## src/verilog/lsu_defines.svh

```systemverilog
// Load/store unit sizes
`ifndef LSU_DEFINES_SVH
`define LSU_DEFINES_SVH

//////////////////////////////
// Datapath
//////////////////////////////

// Data and address width
`define LSU_XLEN 32

//////////////////////////////
// Local word memory
//////////////////////////////

// Number of words in the local memory
`define LSU_MEM_WORDS 64
// Word index width, log2 of LSU_MEM_WORDS
`define LSU_WORD_ADR_BITS 6

`endif
```

## src/verilog/lsuPkg.sv

```systemverilog
// Load/store unit types
`default_nettype none
`include "lsu_defines.svh"

package lsuPkg;

  // Read/write field of a request
  typedef enum logic [1:0] {
    memIdle  = 2'b00,
    memWrite = 2'b01,
    memRead  = 2'b10
  } memRwT;

  // Atomic field, LR rides on a read and SC on a write
  typedef enum logic [1:0] {
    atomicNone = 2'b00,
    atomicSc   = 2'b01,
    atomicLr   = 2'b10
  } atomicT;

  // Request from the core
  typedef struct packed {
    memRwT                memRw;
    atomicT               atomic;
    logic [2:0]           funct3;
    logic [`LSU_XLEN-1:0] adr;
    logic [`LSU_XLEN-1:0] writeData;
  } lsuReqT;

  // Stage one to stage two
  typedef struct packed {
    logic                          valid;
    logic                          isLoad;
    logic                          isStore;
    logic                          isLr;
    logic                          isSc;
    logic                          misaligned;
    logic [2:0]                    funct3;
    logic [1:0]                    byteOfs;
    logic [`LSU_WORD_ADR_BITS-1:0] wordAdr;
    logic [3:0]                    byteEn;
    logic [`LSU_XLEN-1:0]          laneData;
  } lsuStage1T;

  // Stage two to stage three
  typedef struct packed {
    logic                 valid;
    logic [2:0]           funct3;
    logic [1:0]           byteOfs;
    logic                 isSc;
    logic                 scFail;
    logic                 loadFault;
    logic                 storeFault;
    logic [`LSU_XLEN-1:0] ramWord;
  } lsuStage2T;

  // Response to the core
  typedef struct packed {
    logic                 valid;
    logic [`LSU_XLEN-1:0] readData;
    logic                 loadMisalignedFault;
    logic                 storeMisalignedFault;
    logic                 squashSc;
  } lsuRespT;

endpackage

`default_nettype wire

```

## src/verilog/lsu.sv

```systemverilog
// Load/store unit top
`timescale 1ns/10ps
`default_nettype none

module lsu (
  input  logic            clk,
  input  logic            rstN,
  input  logic            flush,
  input  lsuPkg::lsuReqT  req,
  output lsuPkg::lsuRespT resp
);

  // Pipeline bundles
  lsuPkg::lsuStage1T stage1;
  lsuPkg::lsuStage2T stage2;

  // Memory control from the reservation unit
  logic ramWrite;
  logic ramRead;
  logic scFail;

  //////////////////////////////
  // Stage one
  //////////////////////////////
  lsuAlignCheck alignCheck0 (
    .clk    (clk),
    .rstN   (rstN),
    .flush  (flush),
    .req    (req),
    .stage1 (stage1)
  );

  // LR/SC and fault gating, combinational on stage one
  lsuReservation reservation0 (
    .clk      (clk),
    .rstN     (rstN),
    .stage1   (stage1),
    .ramWrite (ramWrite),
    .ramRead  (ramRead),
    .scFail   (scFail)
  );

  //////////////////////////////
  // Stage two
  //////////////////////////////
  lsuDataRam dataRam0 (
    .clk      (clk),
    .rstN     (rstN),
    .stage1   (stage1),
    .ramWrite (ramWrite),
    .ramRead  (ramRead),
    .scFail   (scFail),
    .stage2   (stage2)
  );

  //////////////////////////////
  // Stage three
  //////////////////////////////
  lsuSubwordRead subwordRead0 (
    .clk    (clk),
    .rstN   (rstN),
    .stage2 (stage2),
    .resp   (resp)
  );

endmodule

`default_nettype wire

```

## src/verilog/lsuAlignCheck.sv

```systemverilog
// Request register and alignment check
`timescale 1ns/10ps
`default_nettype none
`include "lsu_defines.svh"

module lsuAlignCheck (
  input  logic              clk,
  input  logic              rstN,
  input  logic              flush,
  input  lsuPkg::lsuReqT    req,
  output lsuPkg::lsuStage1T stage1
);

  logic                 reqPresent;
  logic [1:0]           size;
  logic [1:0]           ofs;
  logic                 misaligned;
  logic [3:0]           byteEn;
  logic [`LSU_XLEN-1:0] laneData;

  // Any nonzero read/write or atomic field is a request
  assign reqPresent = (|req.memRw) | (|req.atomic);
  assign size = req.funct3[1:0];
  assign ofs = req.adr[1:0];

  //////////////////////////////
  // Misalignment by size
  //////////////////////////////
  always_comb begin
    case (size)
      2'b00:   misaligned = 1'b0;
      2'b01:   misaligned = ofs[0];
      2'b10:   misaligned = |ofs;
      // Doubleword does not exist here
      default: misaligned = 1'b1;
    endcase
  end

  //////////////////////////////
  // Byte enables and lane data
  //////////////////////////////
  // Data is replicated across lanes, the enables pick the live bytes
  always_comb begin
    case (size)
      2'b00: begin
        byteEn = 4'b0001 << ofs;
        laneData = {4{req.writeData[7:0]}};
      end
      2'b01: begin
        byteEn = 4'b0011 << ofs;
        laneData = {2{req.writeData[15:0]}};
      end
      2'b10: begin
        byteEn = 4'b1111;
        laneData = req.writeData;
      end
      default: begin
        byteEn = 4'b0000;
        laneData = req.writeData;
      end
    endcase
  end

  // Stage one register, flush squashes the request here
  always_ff @(posedge clk or negedge rstN) begin
    if (!rstN) begin
      stage1 <= '0;
    end else begin
      stage1.valid <= reqPresent & ~flush;
      stage1.isLoad <= (req.memRw == lsuPkg::memRead) & (req.atomic == lsuPkg::atomicNone);
      stage1.isStore <= (req.memRw == lsuPkg::memWrite) & (req.atomic == lsuPkg::atomicNone);
      stage1.isLr <= (req.atomic == lsuPkg::atomicLr);
      stage1.isSc <= (req.atomic == lsuPkg::atomicSc);
      stage1.misaligned <= misaligned;
      stage1.funct3 <= req.funct3;
      stage1.byteOfs <= ofs;
      stage1.wordAdr <= req.adr[`LSU_WORD_ADR_BITS+1:2];
      stage1.byteEn <= byteEn;
      stage1.laneData <= laneData;
    end
  end

  // Read and write are exclusive in one request
  assert property (@(posedge clk) disable iff (!rstN) req.memRw != 2'b11)
    else $error("lsuAlignCheck: read and write both set in one request");

endmodule

`default_nettype wire

```

## src/verilog/lsuDataRam.sv

```systemverilog
// Local word memory and stage two register
`timescale 1ns/10ps
`default_nettype none
`include "lsu_defines.svh"

module lsuDataRam (
  input  logic              clk,
  input  logic              rstN,
  input  lsuPkg::lsuStage1T stage1,
  input  logic              ramWrite,
  input  logic              ramRead,
  input  logic              scFail,
  output lsuPkg::lsuStage2T stage2
);

  localparam int ByteLanes = `LSU_XLEN / 8;

  logic [`LSU_XLEN-1:0] mem [`LSU_MEM_WORDS];
  logic [`LSU_XLEN-1:0] readWord;
  logic                 loadFault;
  logic                 storeFault;

  //////////////////////////////
  // Storage
  //////////////////////////////

  // Byte-enable write, same edge that loads stage two
  always_ff @(posedge clk) begin
    if (ramWrite) begin
      for (int i = 0; i < ByteLanes; i++) begin
        if (stage1.byteEn[i]) begin
          mem[stage1.wordAdr][8*i +: 8] <= stage1.laneData[8*i +: 8];
        end
      end
    end
  end

  // Zero word when no read is enabled
  // so stores, SCs and faults carry no stale data
  assign readWord = ramRead ? mem[stage1.wordAdr] : '0;

  //////////////////////////////
  // Fault split
  //////////////////////////////

  // Loads and LR fault as loads
  assign loadFault = stage1.valid & stage1.misaligned & (stage1.isLoad | stage1.isLr);

  // Stores and SC fault as stores
  assign storeFault = stage1.valid & stage1.misaligned & (stage1.isStore | stage1.isSc);

  //////////////////////////////
  // Stage two register
  //////////////////////////////
  always_ff @(posedge clk or negedge rstN) begin
    if (!rstN) begin
      stage2 <= '0;
    end else begin
      stage2.valid <= stage1.valid;
      stage2.funct3 <= stage1.funct3;
      stage2.byteOfs <= stage1.byteOfs;
      stage2.isSc <= stage1.valid & stage1.isSc;
      stage2.scFail <= scFail;
      stage2.loadFault <= loadFault;
      stage2.storeFault <= storeFault;
      // Read word lands together with its op
      stage2.ramWord <= readWord;
    end
  end

  // A write never comes from a misaligned op
  assert property (@(posedge clk) disable iff (!rstN) ramWrite |-> !stage1.misaligned)
    else $error("lsuDataRam: write enabled for a misaligned access");

endmodule

`default_nettype wire

```

## src/verilog/lsuReservation.sv

```systemverilog
// LR/SC reservation
`timescale 1ns/10ps
`default_nettype none
`include "lsu_defines.svh"

module lsuReservation (
  input  logic              clk,
  input  logic              rstN,
  input  lsuPkg::lsuStage1T stage1,
  output logic              ramWrite,
  output logic              ramRead,
  output logic              scFail
);

  logic                          resValid;
  logic [`LSU_WORD_ADR_BITS-1:0] resWordAdr;
  logic                          active;
  logic                          scPass;

  //////////////////////////////
  // Access gating
  //////////////////////////////

  // Live and aligned, a faulted op touches nothing
  assign active = stage1.valid & ~stage1.misaligned;

  // SC needs a live reservation on the same word
  assign scPass = active & stage1.isSc & resValid & (resWordAdr == stage1.wordAdr);

  assign ramWrite = (active & stage1.isStore) | scPass;
  assign ramRead = active & (stage1.isLoad | stage1.isLr);

  // Every SC that does not write reports failure
  assign scFail = stage1.valid & stage1.isSc & ~scPass;

  //////////////////////////////
  // Reservation register
  //////////////////////////////

  // Any SC drops it, pass or fail
  // Plain stores leave it alone
  always_ff @(posedge clk or negedge rstN) begin
    if (!rstN) begin
      resValid <= 1'b0;
    end else if (stage1.valid & stage1.isSc) begin
      resValid <= 1'b0;
    end else if (active & stage1.isLr) begin
      resValid <= 1'b1;
    end
  end

  // Reserved word, only meaningful with resValid
  always_ff @(posedge clk) begin
    if (active & stage1.isLr) begin
      resWordAdr <= stage1.wordAdr;
    end
  end

  // Memory port is either read or written, never both
  assert property (@(posedge clk) disable iff (!rstN) !(ramWrite && ramRead))
    else $error("lsuReservation: ramWrite and ramRead both high");

endmodule

`default_nettype wire

```

## src/verilog/lsuSubwordRead.sv

```systemverilog
// Subword extract and response register
`timescale 1ns/10ps
`default_nettype none
`include "lsu_defines.svh"

module lsuSubwordRead (
  input  logic              clk,
  input  logic              rstN,
  input  lsuPkg::lsuStage2T stage2,
  output lsuPkg::lsuRespT   resp
);

  logic [7:0]           byteSel;
  logic [15:0]          halfSel;
  logic                 signFill;
  logic [`LSU_XLEN-1:0] loadData;
  logic [`LSU_XLEN-1:0] result;

  //////////////////////////////
  // Lane select
  //////////////////////////////
  always_comb begin
    case (stage2.byteOfs)
      2'b00:   byteSel = stage2.ramWord[7:0];
      2'b01:   byteSel = stage2.ramWord[15:8];
      2'b10:   byteSel = stage2.ramWord[23:16];
      default: byteSel = stage2.ramWord[31:24];
    endcase
  end

  // Upper or lower half by offset bit 1
  assign halfSel = stage2.byteOfs[1] ? stage2.ramWord[31:16] : stage2.ramWord[15:0];

  //////////////////////////////
  // Extension
  //////////////////////////////
  // funct3 bit 2 selects unsigned
  always_comb begin
    signFill = 1'b0;
    case (stage2.funct3[1:0])
      2'b00: begin
        signFill = byteSel[7] & ~stage2.funct3[2];
        loadData = {{(`LSU_XLEN-8){signFill}}, byteSel};
      end
      2'b01: begin
        signFill = halfSel[15] & ~stage2.funct3[2];
        loadData = {{(`LSU_XLEN-16){signFill}}, halfSel};
      end
      default: loadData = stage2.ramWord;
    endcase
  end

  // Faults read zero, SC returns its status, stores see a zero word
  always_comb begin
    if (stage2.loadFault | stage2.storeFault) begin
      result = '0;
    end else if (stage2.isSc) begin
      result = {{(`LSU_XLEN-1){1'b0}}, stage2.scFail};
    end else begin
      result = loadData;
    end
  end

  // Response register, valid pulses once per op
  always_ff @(posedge clk or negedge rstN) begin
    if (!rstN) begin
      resp <= '0;
    end else begin
      resp.valid <= stage2.valid;
      resp.readData <= result;
      resp.loadMisalignedFault <= stage2.loadFault;
      resp.storeMisalignedFault <= stage2.storeFault;
      resp.squashSc <= stage2.isSc & stage2.scFail;
    end
  end

  // One op is either a load or a store, never both faults
  assert property (@(posedge clk) disable iff (!rstN)
    !(stage2.loadFault && stage2.storeFault))
    else $error("lsuSubwordRead: load and store fault both set");

endmodule

`default_nettype wire

```

## config.mk

```make
export PLATFORM = sky130hd
export DESIGN_NAME = lsu
export DESIGN_NICKNAME = d
export VERILOG_FILES = /design/src/verilog/lsuPkg.sv /design/src/verilog/lsu.sv /design/src/verilog/lsuAlignCheck.sv /design/src/verilog/lsuDataRam.sv /design/src/verilog/lsuReservation.sv /design/src/verilog/lsuSubwordRead.sv
export VERILOG_INCLUDE_DIRS = /design/src /design/src/verilog
export SDC_FILE = /design/constraint.sdc
export NUM_CORES = 2
export LEC_CHECK = 0
export BUFFER_PORTS_ARGS = -buffer_cell sky130_fd_sc_hd__buf_2
export CORE_MARGIN = 1
export CORE_UTILIZATION = 40
export DETAILED_ROUTE_END_ITERATION = 12
export SYNTH_ARGS = -nofsm -noshare
export SYNTH_HDL_FRONTEND = slang
export SYNTH_SLANG_ARGS = --single-unit
```

## constraint.sdc

```tcl
create_clock -name clk -period 4 [get_ports clk]
set_input_delay 1 -clock clk [delete_from_list [all_inputs] [get_ports clk]]
set_output_delay 1 -clock clk [all_outputs]
set_load 0.05 [all_outputs]
```

### Yosys cells after proc, flatten, opt, wreduce, memory -nomap -nowiden

Memory sizes are Yosys's and may differ from the RTL's.
Index checks and enable logic that the tools add are counted.

* flip-flop bits (word level): 138
* RAM bits: 2048
* input port bits: 74
* output and inout bits: 36
* logic and storage cells: 97
* memories kept: 1

* eq/ne operators: 10
* shift operators: 2
* muxes and demuxes: 23
* bitwise gates (word level): 27
* reductions and logical operators: 8

Memories
* dataRam0.mem: words 64, bits a word 32, read ports 1, clocked after Yosys merged registers in 0, wr ports 1, line lsuDataRam.sv:18 `` logic [`LSU_XLEN-1:0] mem [`LSU_MEM_WORDS]; ``

Operators by type and width (count)
* 32-bit case mux with 2 select lines: 2
* 32-bit 2-to-1 mux: 3
* 8-bit case mux with 3 select lines: 1
* 1-bit bitwise AND: 18
* 16-bit 2-to-1 mux: 1
* 1-bit 2-to-1 mux: 14
* 4-bit case mux with 3 select lines: 1
* 2-bit by 1-bit equality test with 1-bit output, second input constant: 5
* 2-bit equality test, second input constant: 4
* 2-bit logical NOT: 4
* 6-bit equality test: 1
* 2-bit OR reduction: 3
* 1-bit OR: 5
* 1-bit NOT: 4
* 1-bit by 2-bit << shifter with 4-bit output, first input constant: 1
* 2-bit by 2-bit << shifter with 4-bit output, first input constant: 1
* 1-bit case mux with 3 select lines: 1
* 2-bit nonzero test: 1

### Depth between registers and ports, before layout

* depth in word-level cells: 8
* depth in mapped cells: 10
* mapped depth without buffers: 6

### Hierarchy

A second synthesis with hierarchy kept.

* cell total of the unflattened synthesis: 5014
* area, all modules: 83701.5 um2

By module, submodules not included
* lsuDataRam: instances 1, cells an instance 4702, area an instance 79872.9 um2, sequential area each 62550.0 um2
* lsuAlignCheck: instances 1, cells an instance 117, area an instance 1828.0 um2, sequential area each 1326.3 um2
* lsuSubwordRead: instances 1, cells an instance 171, area an instance 1656.6 um2, sequential area each 900.9 um2
* lsuReservation: instances 1, cells an instance 24, area an instance 344.1 um2, sequential area each 205.2 um2

### Worst setup path after synthesis

Ideal clock, no wire load.

* kind: reg-to-reg
* start: reg, netlist name alignCheck0.stage1[36]
* end: mem dataRam0.mem[10][0] in the netlist's numbering (enable)
* library setup time: 0.370 ns
* arrival time: 2.023 ns
* data required time: 3.630 ns
* slack: 1.606 ns
* cell stages (with the launch flop): 10
* buffers on the path: 3
* period minus slack after synthesis: 2.394 ns
* cell sequence: dfrtp_1 -> buf_6 -> buf_6 -> xnor2_1 -> nand3_1 -> nor4_2 -> a21o_1 -> nand2_2 -> buf_2 -> nor2_1

* cells in the longest elaborated chain, start to end: 5

Ends and longest elaborated chain
* 6-bit equality test: line lsuReservation.sv:28 `assign scPass = active & stage1.isSc & resValid & (resWordAdr == stage1.wordAdr);`
* 1-bit bitwise AND: line lsuReservation.sv:28
* 1-bit OR: line lsuReservation.sv:30 `assign ramWrite = (active & stage1.isStore) | scPass;`
* 1-bit 2-to-1 mux: line lsuDataRam.sv:29 `if (ramWrite) begin`
* 1-bit 2-to-1 mux (not written as such): line lsuDataRam.sv:32 `mem[stage1.wordAdr][8*i +: 8] <= stage1.laneData[8*i +: 8];`
* end: declaration: line lsuDataRam.sv:18

Parallel ways exist; a longest one is shown, timed or not.

### Final worst setup path

* start: reg, netlist name alignCheck0.stage1[37]
* end: mem dataRam0.mem[63][12] in the netlist's numbering (enable)

* cells in the longest elaborated chain, start to end: 5

Ends and longest elaborated chain (line)
* 6-bit equality test: lsuReservation.sv:28
* 1-bit bitwise AND: lsuReservation.sv:28
* 1-bit OR: lsuReservation.sv:30
* 1-bit 2-to-1 mux: lsuDataRam.sv:29
* 1-bit 2-to-1 mux (not written as such): lsuDataRam.sv:32

Parallel ways exist; a longest one is shown, timed or not.

==> flow_summary.yaml <==
yosys:
  yosys.area_share.simple: 0.0294
  ys_ff_latch: 2186
  syn_inst: 4435
  synthFlopType: "edfxtp_1"
  synthXorXnorAreaFrac: 0.000633
  async_flop_share: 0.0604
  synthAdderAreaFrac: 0
  ys_warn_count: 0
  synth_top_family_by_area: "multiplexers"
  syn_area_um2: 83000
  syn_nets: 4509
  synth_mux_area_frac: 0.0836
  synth_compound_area_frac: 0.0824
  synth_edf_count: 2054
  syn_avg_cell_area_um2: 18.7
  yosysSeqAreaShare: 0.783
  yosys.cell_types.count: 59
place:
  dp_hpwl_mm: 151
  place_congestion: 0.890
  port_buffers: 85
clock_tree:
  htree_num_levels: 4
  cts_buffer_depth: 3
  clk_pin_slew_ps: 60
  cts-buffers-inserted: 217
  cts_tree: "yes"
  ctsResizeCount: 0
  root_buffer: "clkbuf_16"
  cts_hold_buffers: 0
  post_cts_buffers: 0
  clkLatencyLatePin_ps: 890
  clock-sinks: 2186
floorplan:
  pin_count: 110
  die_w_um: 458
  start_util: 0.404
  placementRows: 166
  dieArea_um2: 209000
  die_height_um: 458
  coreArea_um2: 205000
worst_setup_path:
  setup.worst_path.class: "reg -> reg"
  critPathLaunchType: "register"
  critPathMaxFanout: 28
  r2r_cells: 6
  cp_slowest_stage_delay_ps: 870
  crit_slowest_cell: "dfrtp_4"
  crit_top_cell: "buf_4"
  cp_data_required_time_ps: 4570
  cp-end-kind: "register"
  worst_ep_arrival_time_ps: 4290
  cp_cell_sequence: "nand2_2 > nor2_4 > buf_4 > nand2_1 > nor2_1 > buf_4"
timing:
  hold_violations: 0
  drv_slew: 0
  rsz0062_at_grt: "false"
  tns_ps: 0
  fmax_ghz: 0.269
  setup_viol: 0
  finalClockSkew_ps: 48.2
  worstMarginPinSlew_ps: 1290
  relSlewSlack: 0.140
  finalCritPeriodShare: 0.930
  fin_crit_ps: 3720
global_routing:
  antenna_found_initial: 18
  gr-total-overflow: 0
  grt_pass1_wl_mm: 334
  grt_pass1_vias: 45200
  grtUsageTotal: 0.223
  grt_start_max_net_pins: 115
routing:
  drt_wl_total_mm: 235
  dr.first_iter.drc_count: 5354
  num_vias: 45800
  vias_per_cell: 5.89
  drc_errors: 0
  first_pass_iters: 6
  wl_per_cell_um: 30.3
  antenna_left: 0
cells_and_area:
  drive_above_1_share: 0.240
  layout_common_cells: "edfxtp_1, buf_4, nor2_1, a221oi_1, mux4_2"
  final_nets: 4953
  area.growth.synth_to_final_pct: 16.1
  final_common_cell: "edfxtp_1"
power:
  pwr-share-clk: 0.424
  p_leak_nw: 30.9
  max-vdd-ir-drop_v: 0.000487
  power.total_w: 0.0484
  powerDensity_nw_per_um2: 502
  p_int_w: 0.0378
  power_frac_comb: 0.046
  sw_frac_of_total: 0.220
  switchingPower_w: 0.0106
  pwr-share-seq: 0.530
hold_path:
  hp-class: "in -> async"
flow_run:
  cap_violations: 0
outcome:
  status: "completed"
-- kinds of logic after synthesis --
kind of cell,Yosys count
muxes,377
DFF,2186
buffers and inverters,349
xor gates and xnor gates,6
and+or+nand+nor,589
AOI/OAI and AO/OA,928
-- registers in the layout (all words and copies together), names as in the netlist --
name                     flops
alignCheck0.stage1          53
dataRam0.mem              2048
dataRam0.stage2             42
reservation0.resValid        1
reservation0.resWordAdr      6
subwordRead0.resp           36
-- cells in the mapped netlist (10+ instances only) --
library cell	n	area [µm²]
a21oi_1	127	636
a221o_1	60	601
a221oi_1	279	2440
a22o_1	60	526
a22oi_1	132	991
a31oi_1	64	400
buf_1	21	78.8
buf_2	126	631
buf_4	24	180
buf_6	24	270
clkbuf_1	125	469
dfrtp_1	132	3300
edfxtp_1	2054	61700
inv_1	26	97.6
mux2_2	23	259
mux2i_1	103	1030
mux4_2	251	5650
nand2_1	209	785
nor2_1	297	1110
nor3_1	10	50.1
nor4_1	29	181
o21ai_0	62	310
o21ai_1	23	115
o22ai_1	104	651
-- layout make-up --
type,count,area [µm²]
clock buffers,290,5920
fillers,17100,109000
clock inverters,124,1340
multi-input cells,1900,16400
diodes,15,37.5
inverters,28,113
well taps,2688,3360
flip-flops and latches,2186,65000
repair buffers,546,4230
-- worst max-delay path, delay by kind of cell (launching register included) --
kind,cells,cell delay [ps]
buffers and inverters,2,550
AND/OR/NAND/NOR,4,1940
flip-flops,1,870
-- metrics by stage --
stage / instance area, µm² / hold slack [ps] / setup WS (ps) / util / instances
floorplan: 83000 / 331 / 1610 / - / 4435
global placement: 89100 / 335 / 452 / 0.434 / 7348
detailed placement: 89100 / 342 / 427 / 0.434 / 7348
CTS: 96400 / 131 / 418 / 0.469 / 7762
global route: 96400 / 151 / 369 / 0.469 / 7766
finish: 96400 / 108 / 280 / 0.469 / 7777
-- routing by layer --
metal	vias to the layer above	track usage	part of all wire
li1	19200	-	-
met1	23900	0.298	0.40
met2	2185	0.344	0.46
met3	458	0.0590	0.096
met4	16	0.0996	0.048
met5	-	0	0.00042
-- power groups by stage --
stage | sequential, W | clock (W) | combinational (W)
floorplan | 0.0261 | 0 | 0.00118
global placement | 0.0261 | 0 | 0.00220
detailed placement | 0.0261 | 0 | 0.00223
CTS | 0.0257 | 0.0208 | 0.00223
global route | 0.0257 | 0.0217 | 0.00235
finish | 0.0257 | 0.0205 | 0.00224
-- final timing paths --
| path | startpoint | end | slack (ps) |
|---|---|---|---|
| max | alignCheck0.stage1[37] | dataRam0.mem[63][12] | 280 |
| min | rstN | alignCheck0.stage1[10] | 110 |
| max reg2reg | alignCheck0.stage1[37] | dataRam0.mem[63][12] | 280 |
| min reg2reg | alignCheck0.stage1[45] | dataRam0.stage2[39] | 350 |
| max in group asynchronous | rstN | dataRam0.stage2[8] | 2890 |
| min in group clk | req[34] | alignCheck0.stage1[36] | 240 |
Power figures use the tool's default switching activity.
